**config.mk**
```make
export PLATFORM = sky130hd
export DESIGN_NAME = qspi_master
export DESIGN_NICKNAME = d
export VERILOG_FILES = /design/src/common/qspi_pkg.sv /design/src/hw/qspi/qspi_pin_driver.sv /design/src/hw/qspi/qspi_sequencer.sv /design/src/hw/qspi/qspi_shifter.sv /design/src/hw/qspi_master.sv
export VERILOG_INCLUDE_DIRS = /design/src /design/src/common
export SDC_FILE = /design/constraint.sdc
export NUM_CORES = 1
export LEC_CHECK = 0
export ABC_CLOCK_PERIOD_IN_PS = 4340
export BUFFER_PORTS_ARGS = -buffer_cell sky130_fd_sc_hd__buf_2
export CORE_MARGIN = 2
export CORE_UTILIZATION = 56
export DETAILED_ROUTE_END_ITERATION = 8
export GPL_ROUTABILITY_DRIVEN = 1
export PLACE_DENSITY = 0.91
export SKIP_LAST_GASP = 1
export SYNTH_ARGS = -nofsm -noshare
export SYNTH_HDL_FRONTEND = slang
export SYNTH_HIERARCHICAL = 1
export SYNTH_SLANG_ARGS = --single-unit
```
**constraint.sdc**
```tcl
create_clock -name clk -period 4.34 [get_ports clk]
set_input_delay 0.434 -clock clk [delete_from_list [all_inputs] [get_ports clk]]
set_output_delay 0.434 -clock clk [all_outputs]
set_load 0.01 [all_outputs]
```
**src/common/qspi_defs.svh**
```systemverilog
`ifndef QSPI_DEFS_SVH
`define QSPI_DEFS_SVH

// Widths of the CPU-side fields
`define QSPI_ADDR_W 24
`define QSPI_DATA_W 32
`define QSPI_LEN_W  6           // Transfer length in bits

// Command bytes understood by the serial RAM
`define QSPI_CMD_WRITE      8'h38   // Quad write
`define QSPI_CMD_READ       8'hEB   // Quad fast read

// Switches the RAM from SPI to QPI mode.
// Goes out once after reset on IO0, most significant bit first
`define QSPI_CMD_ENTER_QUAD 8'h35

// SPI clocks with the bus released between address and read data
`define QSPI_DUMMY_CLKS 6

`endif

```
**src/common/qspi_pkg.sv**
```systemverilog
`default_nettype none
`include "qspi_defs.svh"

package qspi_pkg;

    // Sequencer phases
    typedef enum logic [3:0] {
        ph_idle,
        ph_quad_enter_start,    // CS low, clock still parked
        ph_quad_enter,          // 0x35 bit by bit on IO0
        ph_quad_enter_end,      // CS high again
        ph_send_cmd,
        ph_send_addr,
        ph_dummy,
        ph_data,
        ph_done
    } qspi_phase_e;

    // What the shifter loads into its outgoing register
    typedef enum logic [2:0] {
        ld_none,
        ld_enter_cmd,
        ld_cmd_addr,
        ld_write_data,
        ld_clear                // Also empties the incoming register
    } qspi_load_e;

    // Control word from the sequencer, one per system clock
    typedef struct packed {
        logic       cs_n;
        logic       clk_en;     // SPI clock running
        logic [3:0] oe;
        logic       serial;     // One bit on IO0 instead of a nibble
        qspi_load_e load;
        logic       shift_out;  // Advance outgoing register on fall tick
        logic       shift_in;   // Take a nibble on rise tick
        logic       capture;    // Copy incoming register to data_out
    } qspi_ctrl_t;

endpackage

`default_nettype wire

```
**src/hw/qspi/qspi_pin_driver.sv**
```systemverilog
`timescale 1ns/1ps
`default_nettype none

module qspi_pin_driver (
    input  wire logic                 clk,
    input  wire logic                 rst_n,
    input  wire qspi_pkg::qspi_ctrl_t ctrl,
    input  wire logic [3:0]           out_nibble,
    input  wire logic [3:0]           spi_io_in,
    output logic [3:0]                io_in,
    output logic                      fall_tick,
    output logic                      rise_tick,
    output logic                      spi_clk,
    output logic                      spi_cs_n,
    output logic [3:0]                spi_io_out,
    output logic [3:0]                spi_io_oe
);

    // High in the half where the next nibble is launched
    logic write_phase;

    assign fall_tick = ctrl.clk_en & write_phase;
    assign rise_tick = ctrl.clk_en & ~write_phase;
    assign io_in     = spi_io_in;   // Sampled by the shifter on rise_tick

    always_ff @(posedge clk or negedge rst_n) begin
        if (!rst_n) begin
            write_phase <= 1'b1;
            spi_clk     <= 1'b0;
            spi_cs_n    <= 1'b1;
            spi_io_oe   <= 4'h0;
            spi_io_out  <= 4'h0;
        end else begin
            // First half after enable is always a launch half
            write_phase <= ctrl.clk_en ? ~write_phase : 1'b1;

            // Low while data changes, high once it has been sampled
            spi_clk <= rise_tick;

            spi_cs_n  <= ctrl.cs_n;
            spi_io_oe <= ctrl.oe;

            if (fall_tick) begin
                spi_io_out <= out_nibble;
            end else if (!ctrl.clk_en) begin
                spi_io_out <= 4'h0;     // Park low between frames
            end
        end
    end

endmodule

`default_nettype wire

```
**src/hw/qspi/qspi_sequencer.sv**
```systemverilog
`timescale 1ns/1ps
`default_nettype none
`include "qspi_defs.svh"

module qspi_sequencer (
    input  wire logic                  clk,
    input  wire logic                  rst_n,
    input  wire logic                  start,
    input  wire logic                  stop,
    input  wire logic                  write_enable,
    input  wire logic [`QSPI_LEN_W-1:0] data_len,
    input  wire logic                  fall_tick,
    input  wire logic                  rise_tick,
    output qspi_pkg::qspi_ctrl_t       ctrl,
    output logic                       done
);

    import qspi_pkg::*;

    typedef logic [`QSPI_LEN_W-1:0] cnt_t;

    localparam cnt_t CMD_BITS   = cnt_t'(8);
    localparam cnt_t ADDR_BITS  = cnt_t'(`QSPI_ADDR_W);
    localparam cnt_t DUMMY_CLKS = cnt_t'(`QSPI_DUMMY_CLKS);

    qspi_phase_e phase;
    qspi_phase_e phase_nx;
    cnt_t        cnt;           // Bits sent or taken in the current phase
    cnt_t        step;
    logic        tick;
    logic        quad_mode;     // RAM already switched to QPI

    // Which tick advances the counter, and by how much
    always_comb begin
        tick = 1'b0;
        step = cnt_t'(4);
        case (phase)
            ph_quad_enter: begin
                tick = fall_tick;
                step = cnt_t'(1);
            end
            ph_send_cmd, ph_send_addr: tick = fall_tick;
            ph_dummy: begin
                tick = fall_tick;
                step = cnt_t'(1);   // Counts SPI clocks here
            end
            ph_data:  tick = write_enable ? fall_tick : rise_tick;
            default:  tick = 1'b0;
        endcase
    end

    always_comb begin
        phase_nx = phase;
        case (phase)
            ph_idle: begin
                if (start) begin
                    phase_nx = quad_mode ? ph_send_cmd : ph_quad_enter_start;
                end
            end
            ph_quad_enter_start: phase_nx = ph_quad_enter;
            ph_quad_enter: begin
                if (cnt == CMD_BITS) phase_nx = ph_quad_enter_end;
            end
            ph_quad_enter_end:   phase_nx = ph_send_cmd;
            ph_send_cmd: begin
                if (cnt == CMD_BITS) phase_nx = ph_send_addr;
            end
            ph_send_addr: begin
                if (cnt == ADDR_BITS) phase_nx = write_enable ? ph_data : ph_dummy;
            end
            ph_dummy: begin
                if (cnt == DUMMY_CLKS) phase_nx = ph_data;
            end
            ph_data: begin
                if (cnt == data_len) phase_nx = ph_done;
            end
            default: phase_nx = ph_idle;    // ph_done included
        endcase
        if (stop) phase_nx = ph_idle;       // Abort from anywhere
    end

    always_ff @(posedge clk or negedge rst_n) begin
        if (!rst_n) begin
            phase     <= ph_idle;
            cnt       <= '0;
            quad_mode <= 1'b0;
            done      <= 1'b0;
        end else begin
            phase <= phase_nx;
            done  <= (phase == ph_done) && !stop;   // Lines up with data_out
            if (phase_nx != phase) begin
                cnt <= '0;
            end else if (tick) begin
                cnt <= cnt + step;
            end
            if (phase == ph_quad_enter && phase_nx == ph_quad_enter_end) begin
                quad_mode <= 1'b1;
            end
        end
    end

    // Control word for shifter and pin driver
    always_comb begin
        ctrl      = '0;
        ctrl.cs_n = 1'b1;
        ctrl.load = ld_none;
        case (phase)
            ph_idle: begin
                if (start) begin
                    // CS falls on the next clock, load the first frame now
                    ctrl.cs_n = 1'b0;
                    ctrl.oe   = quad_mode ? 4'hf : 4'h1;
                    ctrl.load = quad_mode ? ld_cmd_addr : ld_enter_cmd;
                end
            end
            ph_quad_enter_start: begin
                ctrl.cs_n   = 1'b0;
                ctrl.oe     = 4'h1;
                ctrl.serial = 1'b1;
            end
            ph_quad_enter: begin
                ctrl.cs_n      = 1'b0;
                ctrl.clk_en    = 1'b1;
                ctrl.oe        = 4'h1;
                ctrl.serial    = 1'b1;
                ctrl.shift_out = 1'b1;
            end
            ph_quad_enter_end: ctrl.load = ld_cmd_addr;
            ph_send_cmd: begin
                ctrl.cs_n      = 1'b0;
                ctrl.clk_en    = 1'b1;
                ctrl.oe        = 4'hf;
                ctrl.shift_out = 1'b1;
            end
            ph_send_addr: begin
                ctrl.cs_n      = 1'b0;
                ctrl.clk_en    = 1'b1;
                ctrl.oe        = 4'hf;
                ctrl.shift_out = 1'b1;
                if (cnt == ADDR_BITS) begin
                    ctrl.load = write_enable ? ld_write_data : ld_clear;
                end
            end
            ph_dummy: begin
                ctrl.cs_n   = 1'b0;
                ctrl.clk_en = 1'b1;     // Bus released
            end
            ph_data: begin
                ctrl.cs_n      = 1'b0;
                ctrl.clk_en    = 1'b1;
                ctrl.oe        = write_enable ? 4'hf : 4'h0;
                ctrl.shift_out = write_enable;
                ctrl.shift_in  = !write_enable;
            end
            ph_done: ctrl.capture = 1'b1;
            default: ctrl.cs_n = 1'b1;
        endcase
        if (stop) begin
            ctrl      = '0;
            ctrl.cs_n = 1'b1;
        end
    end

endmodule

`default_nettype wire

```
**src/hw/qspi/qspi_shifter.sv**
```systemverilog
`timescale 1ns/1ps
`default_nettype none
`include "qspi_defs.svh"

module qspi_shifter (
    input  wire logic                   clk,
    input  wire logic                   rst_n,
    input  wire qspi_pkg::qspi_ctrl_t   ctrl,
    input  wire logic                   fall_tick,
    input  wire logic                   rise_tick,
    input  wire logic                   write_enable,
    input  wire logic [`QSPI_ADDR_W-1:0] addr,
    input  wire logic [`QSPI_DATA_W-1:0] data_in,
    input  wire logic [3:0]             io_in,
    output logic [3:0]                  out_nibble,
    output logic [`QSPI_DATA_W-1:0]     data_out
);

    import qspi_pkg::*;

    localparam int DW = `QSPI_DATA_W;

    logic [DW-1:0] out_reg;     // MSB goes out first
    logic [DW-1:0] in_reg;
    logic [7:0]    cmd_byte;

    assign cmd_byte   = write_enable ? `QSPI_CMD_WRITE : `QSPI_CMD_READ;
    assign out_nibble = ctrl.serial ? {3'b000, out_reg[DW-1]} : out_reg[DW-1:DW-4];

    always_ff @(posedge clk) begin
        case (ctrl.load)
            ld_enter_cmd:  out_reg <= {`QSPI_CMD_ENTER_QUAD, {(DW-8){1'b0}}};
            ld_cmd_addr:   out_reg <= {cmd_byte, addr};
            ld_write_data: out_reg <= data_in;
            ld_clear:      out_reg <= '0;
            default: begin
                if (fall_tick && ctrl.shift_out) begin
                    if (ctrl.serial) begin
                        out_reg <= {out_reg[DW-2:0], 1'b0};
                    end else begin
                        out_reg <= {out_reg[DW-5:0], 4'h0};
                    end
                end
            end
        endcase

        // Read data builds up right-aligned
        if (ctrl.load == ld_clear) begin
            in_reg <= '0;
        end else if (rise_tick && ctrl.shift_in) begin
            in_reg <= {in_reg[DW-5:0], io_in};
        end
    end

    always_ff @(posedge clk or negedge rst_n) begin
        if (!rst_n) begin
            data_out <= '0;
        end else if (ctrl.capture) begin
            data_out <= write_enable ? '0 : in_reg;     // Writes report zero
        end
    end

endmodule

`default_nettype wire

```
**src/hw/qspi_master.sv**
```systemverilog
`timescale 1ns/1ps
`default_nettype none
`include "qspi_defs.svh"

module qspi_master (
    input  wire logic                   clk,
    input  wire logic                   rst_n,
    input  wire logic                   start,
    input  wire logic                   stop,
    input  wire logic                   write_enable,
    input  wire logic [`QSPI_ADDR_W-1:0] addr,
    input  wire logic [`QSPI_LEN_W-1:0]  data_len,
    input  wire logic [`QSPI_DATA_W-1:0] data_in,
    output logic [`QSPI_DATA_W-1:0]     data_out,
    output logic                        done,
    output logic                        spi_clk,
    output logic                        spi_cs_n,
    input  wire logic [3:0]             spi_io_in,
    output logic [3:0]                  spi_io_out,
    output logic [3:0]                  spi_io_oe
);

    import qspi_pkg::*;

    qspi_ctrl_t ctrl;
    logic       fall_tick;
    logic       rise_tick;
    logic [3:0] out_nibble;
    logic [3:0] io_in;

    // Phase control and done pulse
    qspi_sequencer u_sequencer (
        .clk          (clk),
        .rst_n        (rst_n),
        .start        (start),
        .stop         (stop),
        .write_enable (write_enable),
        .data_len     (data_len),
        .fall_tick    (fall_tick),
        .rise_tick    (rise_tick),
        .ctrl         (ctrl),
        .done         (done)
    );

    qspi_shifter u_shifter (
        .clk          (clk),
        .rst_n        (rst_n),
        .ctrl         (ctrl),
        .fall_tick    (fall_tick),
        .rise_tick    (rise_tick),
        .write_enable (write_enable),
        .addr         (addr),
        .data_in      (data_in),
        .io_in        (io_in),
        .out_nibble   (out_nibble),
        .data_out     (data_out)
    );

    // Pins and SPI clock
    qspi_pin_driver u_pin_driver (
        .clk        (clk),
        .rst_n      (rst_n),
        .ctrl       (ctrl),
        .out_nibble (out_nibble),
        .spi_io_in  (spi_io_in),
        .io_in      (io_in),
        .fall_tick  (fall_tick),
        .rise_tick  (rise_tick),
        .spi_clk    (spi_clk),
        .spi_cs_n   (spi_cs_n),
        .spi_io_out (spi_io_out),
        .spi_io_oe  (spi_io_oe)
    );

endmodule

`default_nettype wire

```
Word level (Yosys, flattened, before mapping). Index checks and enable logic that the tools add are counted.

Register bits: 119. Bits of input ports: 71. Output and inout port bits: 43. Word-level logic and storage cells: 92.

Add/subtract/negate cells: 1. Eq/ne operators: 19. Mux-type cells: 41. Bitwise operators: 3. Reductions and logical operators: 16.

Operator list (number): 32-bit one-hot mux with 4 select lines (1); 32-bit 2-to-1 mux (3); 4-bit 2-to-1 mux (13); 4-bit one-hot mux with 8 select lines (1); 4-bit by 3-bit equality test with 1-bit output (second input constant) (4); 4-bit one-hot mux with 4 select lines (1); 3-bit 2-to-1 mux (5); 13-bit 2-to-1 mux (1); 4-bit by 2-bit equality test with 1-bit output (second input constant) (3); 6-bit 2-to-1 mux (2); 3-bit one-hot mux with 3 select lines (1); 1-bit 2-to-1 mux (8); 8-bit 2-to-1 mux (1); 6-bit by 3-bit adder with 6-bit output (1); 3-bit by 2-bit equality test with 1-bit output (second input constant) (2); 6-bit by 3-bit equality test with 1-bit output (second input constant) (1); 6-bit by 4-bit equality test with 1-bit output (second input constant) (1); 6-bit by 5-bit equality test with 1-bit output (second input constant) (1); 6-bit equality test (1); 1-bit one-hot mux with 2 select lines (3); 2-bit OR reduction (3); 6-bit OR reduction (1); 5-bit nonzero test (1); 5-bit OR reduction (1); 15 further kinds (20).

Longest topological paths before layout.
Depth in word-level cells: 9. Depth in mapped cells: 12. Mapped depth without buffers: 9.

Hierarchy. The synthesis kept the hierarchy.

Modules (own cells, without submodules): qspi_shifter (instances 1, cells an instance 503, area an instance 4859.7 µm², sequential area each 2402.3 µm²); qspi_sequencer (instances 1, cells an instance 137, area an instance 1107.3 µm², sequential area each 300.3 µm²); qspi_pin_driver (instances 1, cells an instance 27, area an instance 404.1 µm², sequential area each 277.8 µm²).

Worst setup path after synthesis. OpenSTA, ideal clock, no wires.

Kind: register -> register. Start: register u_sequencer.cnt[0]. End: register u_shifter.out_reg[0] (enable). Library setup time: 479 ps. Arrival time: 2659 ps. Required time: 3861 ps. Slack: 1202 ps. Cell stages (with the launch flop): 10. Path buffers: 2. Period minus slack after synthesis: 3138 ps. Cells stage by stage: dfrtp_1 -> nor4_1 -> nand3_1 -> nor3_1 -> nor3b_1 -> buf_2 -> buf_2 -> o21ai_0 -> o21ai_0 -> nand2_1.

RTL lines: start, declared (RTL line qspi_sequencer.sv:28) `cnt_t cnt;`; start signal, assigned (RTL line qspi_sequencer.sv:94) `cnt <= cnt + step;`; end signal, assigned (RTL line qspi_shifter.sv:32) `` ld_enter_cmd: out_reg <= {`QSPI_CMD_ENTER_QUAD, {(DW-8){1'b0}}}; ``; end signal, assigned (RTL line qspi_shifter.sv:33) `ld_cmd_addr: out_reg <= {cmd_byte, addr};`; end signal, assigned (RTL line qspi_shifter.sv:34) `ld_write_data: out_reg <= data_in;`; end, declared (RTL line qspi_shifter.sv:23) `logic [DW-1:0] out_reg;`.

==> metrics.md <==
| Metric | Value |
|---|---|
| Setup Total Neg Slack | `0 ns` |
| Placed cell count | `868` |
| Antenna violations before repair | `0` |
| ANT nets after route | `0` |
| Synth Area in Compound Gates | `16.9%` |
| Fin cells | `900` |
| Synthesized area | `6370 µm²` |
| Register bit total from synthesis | `119` |
| Crit end category | `flip-flop` |
| Port bufs | `113` |
| Unrepaired setup endpoints after global routing | `false` |
| Num CTS Buffers | `17` |
| Hold WS | `0.168 ns` |
| Outcome | `finished clean` |
| Synth cell count leaders | `110 x nand2_1, 53 x dfrtp_1, 47 x a21oi_1, 41 x inv_1, 37 x o21ai_0` |
| Layout cells sized above 1 | `25.5%` |
| Worst-skew pair later-pin latency | `0.41 ns` |
| Post-route DRC violation count | `0` |
| Mux cell area share after synthesis | `9.62%` |
| Distinct cells, synth | `59` |
| Chip Width | `111 µm` |
| DP HPWL | `10200 µm` |
| Net Count, Synth | `741` |
| Cells after Synth | `667` |
| First-pass GRT wire length | `26000 µm` |
| Hold Crit Class | `input pin to asynchronous set/reset pin` |
| Via Count | `5483` |
| Finished Cell Area | `7520 µm²` |
| Yosys top cell by area | `dfrtp_1` |
| Cell Pwr Density | `502 nW/µm²` |
| Setup Crit Path Kind | `flip-flop to flip-flop` |
| XOR/XNOR share of the synthesized area | `1.51%` |
| EDFF count, synth | `32` |
| Worst slew pin tran | `1.18 ns` |
| Setup-failing EPs final | `0` |
| Crit path DAT | `3.68 ns` |
| Slew margin rel. | `21.2%` |
| Simple-gate area share of the yosys netlist | `17.6%` |
| Final hold violation count | `0` |
| Iteration count of the initial detailed-routing pass | `5` |
| Synth Flop Type | `dfrtp_1` |
| Post-synth top area share | `20.8%` |
| Final min period | `3.46 ns` |
| Grt total ovfl | `0` |
| MaxCap Viol Count | `0` |
| Die Footprint | `12200 µm²` |
| Setup bufs post-CTS | `0` |
| Via density per instance | `6.09` |
| Area growth from synthesis to layout | `18.0%` |
| Largest family of logic cells by synthesized area | `simple AND/OR/NAND/NOR gates` |
| Worst path required time | `4.56 ns` |
| Pin count of the biggest net entering global routing | `66` |
| Fin crit share | `79.8%` |
| Drt wl/cell | `17.6 µm` |
| Clk_skew | `0.0104 ns` |
| H-tree Lvls | `4` |
| Placed inst area | `6890 µm²` |
| FP Rows | `38` |
| Syn_area_per_cell | `9.55 µm²` |
| Adder-cell share of the synthesized area | `0.589%` |
| Pwr Total | `3.77 mW` |
| Leakage power | `3.16 nW` |
| 1st-iter DRT viols | `437` |
| CTS tree | `done` |
| Io pins | `114` |
| Initial core utilization | `58.0%` |
| Fmax | `289 MHz` |
| Number of diodes | `0` |
| Area contributors post-synth | `dfrtp_1 21%, edfxtp_1 15%, dfxtp_1 10%` |
| Clock tree buffer depth | `2` |
| Most common cell in the netlist | `nand2_1` |
| Hold_buf cts | `0` |
| CTS resizes | `0` |
| Core area | `11000 µm²` |
| Number of global-route vias before repair | `5395` |
| Maximum resistive drop on vdd | `0.000297 V` |
| Reg clk slew, reported paths | `0.05 ns` |
| Net count, final | `821` |
| Root Buffer Master | `clkbuf_16` |
| Tot GR Track Use | `26.0%` |
| Vert. Die Dim | `111 µm` |
| FFs w/ async S/R, synth | `46.2%` |
| Synth warnings | `6` |
| Routability cong. | `0.874` |
| Register area share after synthesis | `46.8%` |
| CTS sink count | `119` |
| Max Fanout on Critical Path | `28` |
| Crit start category | `flip-flop` |
| Max-slew violations | `0` |
| Final WL | `15900 µm` |
==> logic make-up after synthesis <==
kind of cell | Yosys count
adders and majority gates | 3
xor gates and xnor gates | 11
AOI/OAI and AO/OA | 158
DFF | 119
muxes | 57
buffers and inverters | 100
and+or+nand+nor | 219
==> area by class of cell <==
cell class                 count  area [µm²]
fill                         784        3470
inverter                      41         154
clock buffer                  22         487
sequential                   119        2980
timing repair buffer         120         618
multi-input combinational    448        2960
tap                          140         175
clock inverter                10         140
==> critical path, cell delays in order (launching register included) <==
cell and delay [ns]:
dfrtp_1 0.69, nor2b_1 0.21, nor2_1 0.20, mux2_2 0.18
nand2_1 0.09, a21oi_1 0.15, buf_4 0.23, nor2b_2 0.97
a22oi_1 0.24, o221ai_1 0.31
==> where the power goes <==
group	internal, mW	leakage, nW	switching (mW)
logic	0.388	1.71	0.479
registers	1.33	1.14	0.100
clock network	0.972	0.305	0.501
==> cell usage in the layout (no fill, tap or decap), types with 20 or more instances in the layout <==
cell,n
dfxtp_1,32
buf_2,113
a22oi_1,21
nand2_1,110
mux2i_1,32
o221ai_1,20
o21ai_0,37
dfrtp_1,53
a21oi_1,47
inv_1,41
nand3b_1,36
edfxtp_1,32
mux2_2,22
==> worst paths after layout <==
| check | start | to | slack [ns] | depth (start not counted) |
|---|---|---|---|---|
| worst max-delay path | u_sequencer/phase[1]$_DFF_PN0_ | u_shifter/out_reg[4]$_DFFE_PP_ | 0.88 | 9 |
| worst min-delay path | rst_n | u_pin_driver/spi_io_oe[3]$_DFF_PN0_ | 0.17 | 2 |
| worst max register to register | u_sequencer/phase[1]$_DFF_PN0_ | u_shifter/out_reg[4]$_DFFE_PP_ | 0.88 | 9 |
| worst min register to register | u_shifter/in_reg[1]$_SDFFE_PN0P_ | u_shifter/in_reg[5]$_SDFFE_PN0P_ | 0.47 | 2 |
| max in group asynchronous | rst_n | u_pin_driver/spi_io_out[1]$_DFFE_PN0P_ | 3.71 | 2 |
| min in group clk | spi_io_in[3] | u_shifter/in_reg[3]$_SDFFE_PN0P_ | 0.27 | 3 |
==> stage by stage <==
stage	setup slack, ns	util, %
after detailed placement	1.00	62.7
after global placement	1.17	62.7
after floorplan	1.20	-
after global routing	0.612	68.4
final	0.876	68.4
after CTS	0.951	68.4
==> per-layer routing <==
layer,global-route usage [%],wire length (µm)
met4,9.50,278
met2,43.4,7790
met3,6.94,1470
met1,32.5,6340
met5,0,0
(Power assumes the default switching activity.)
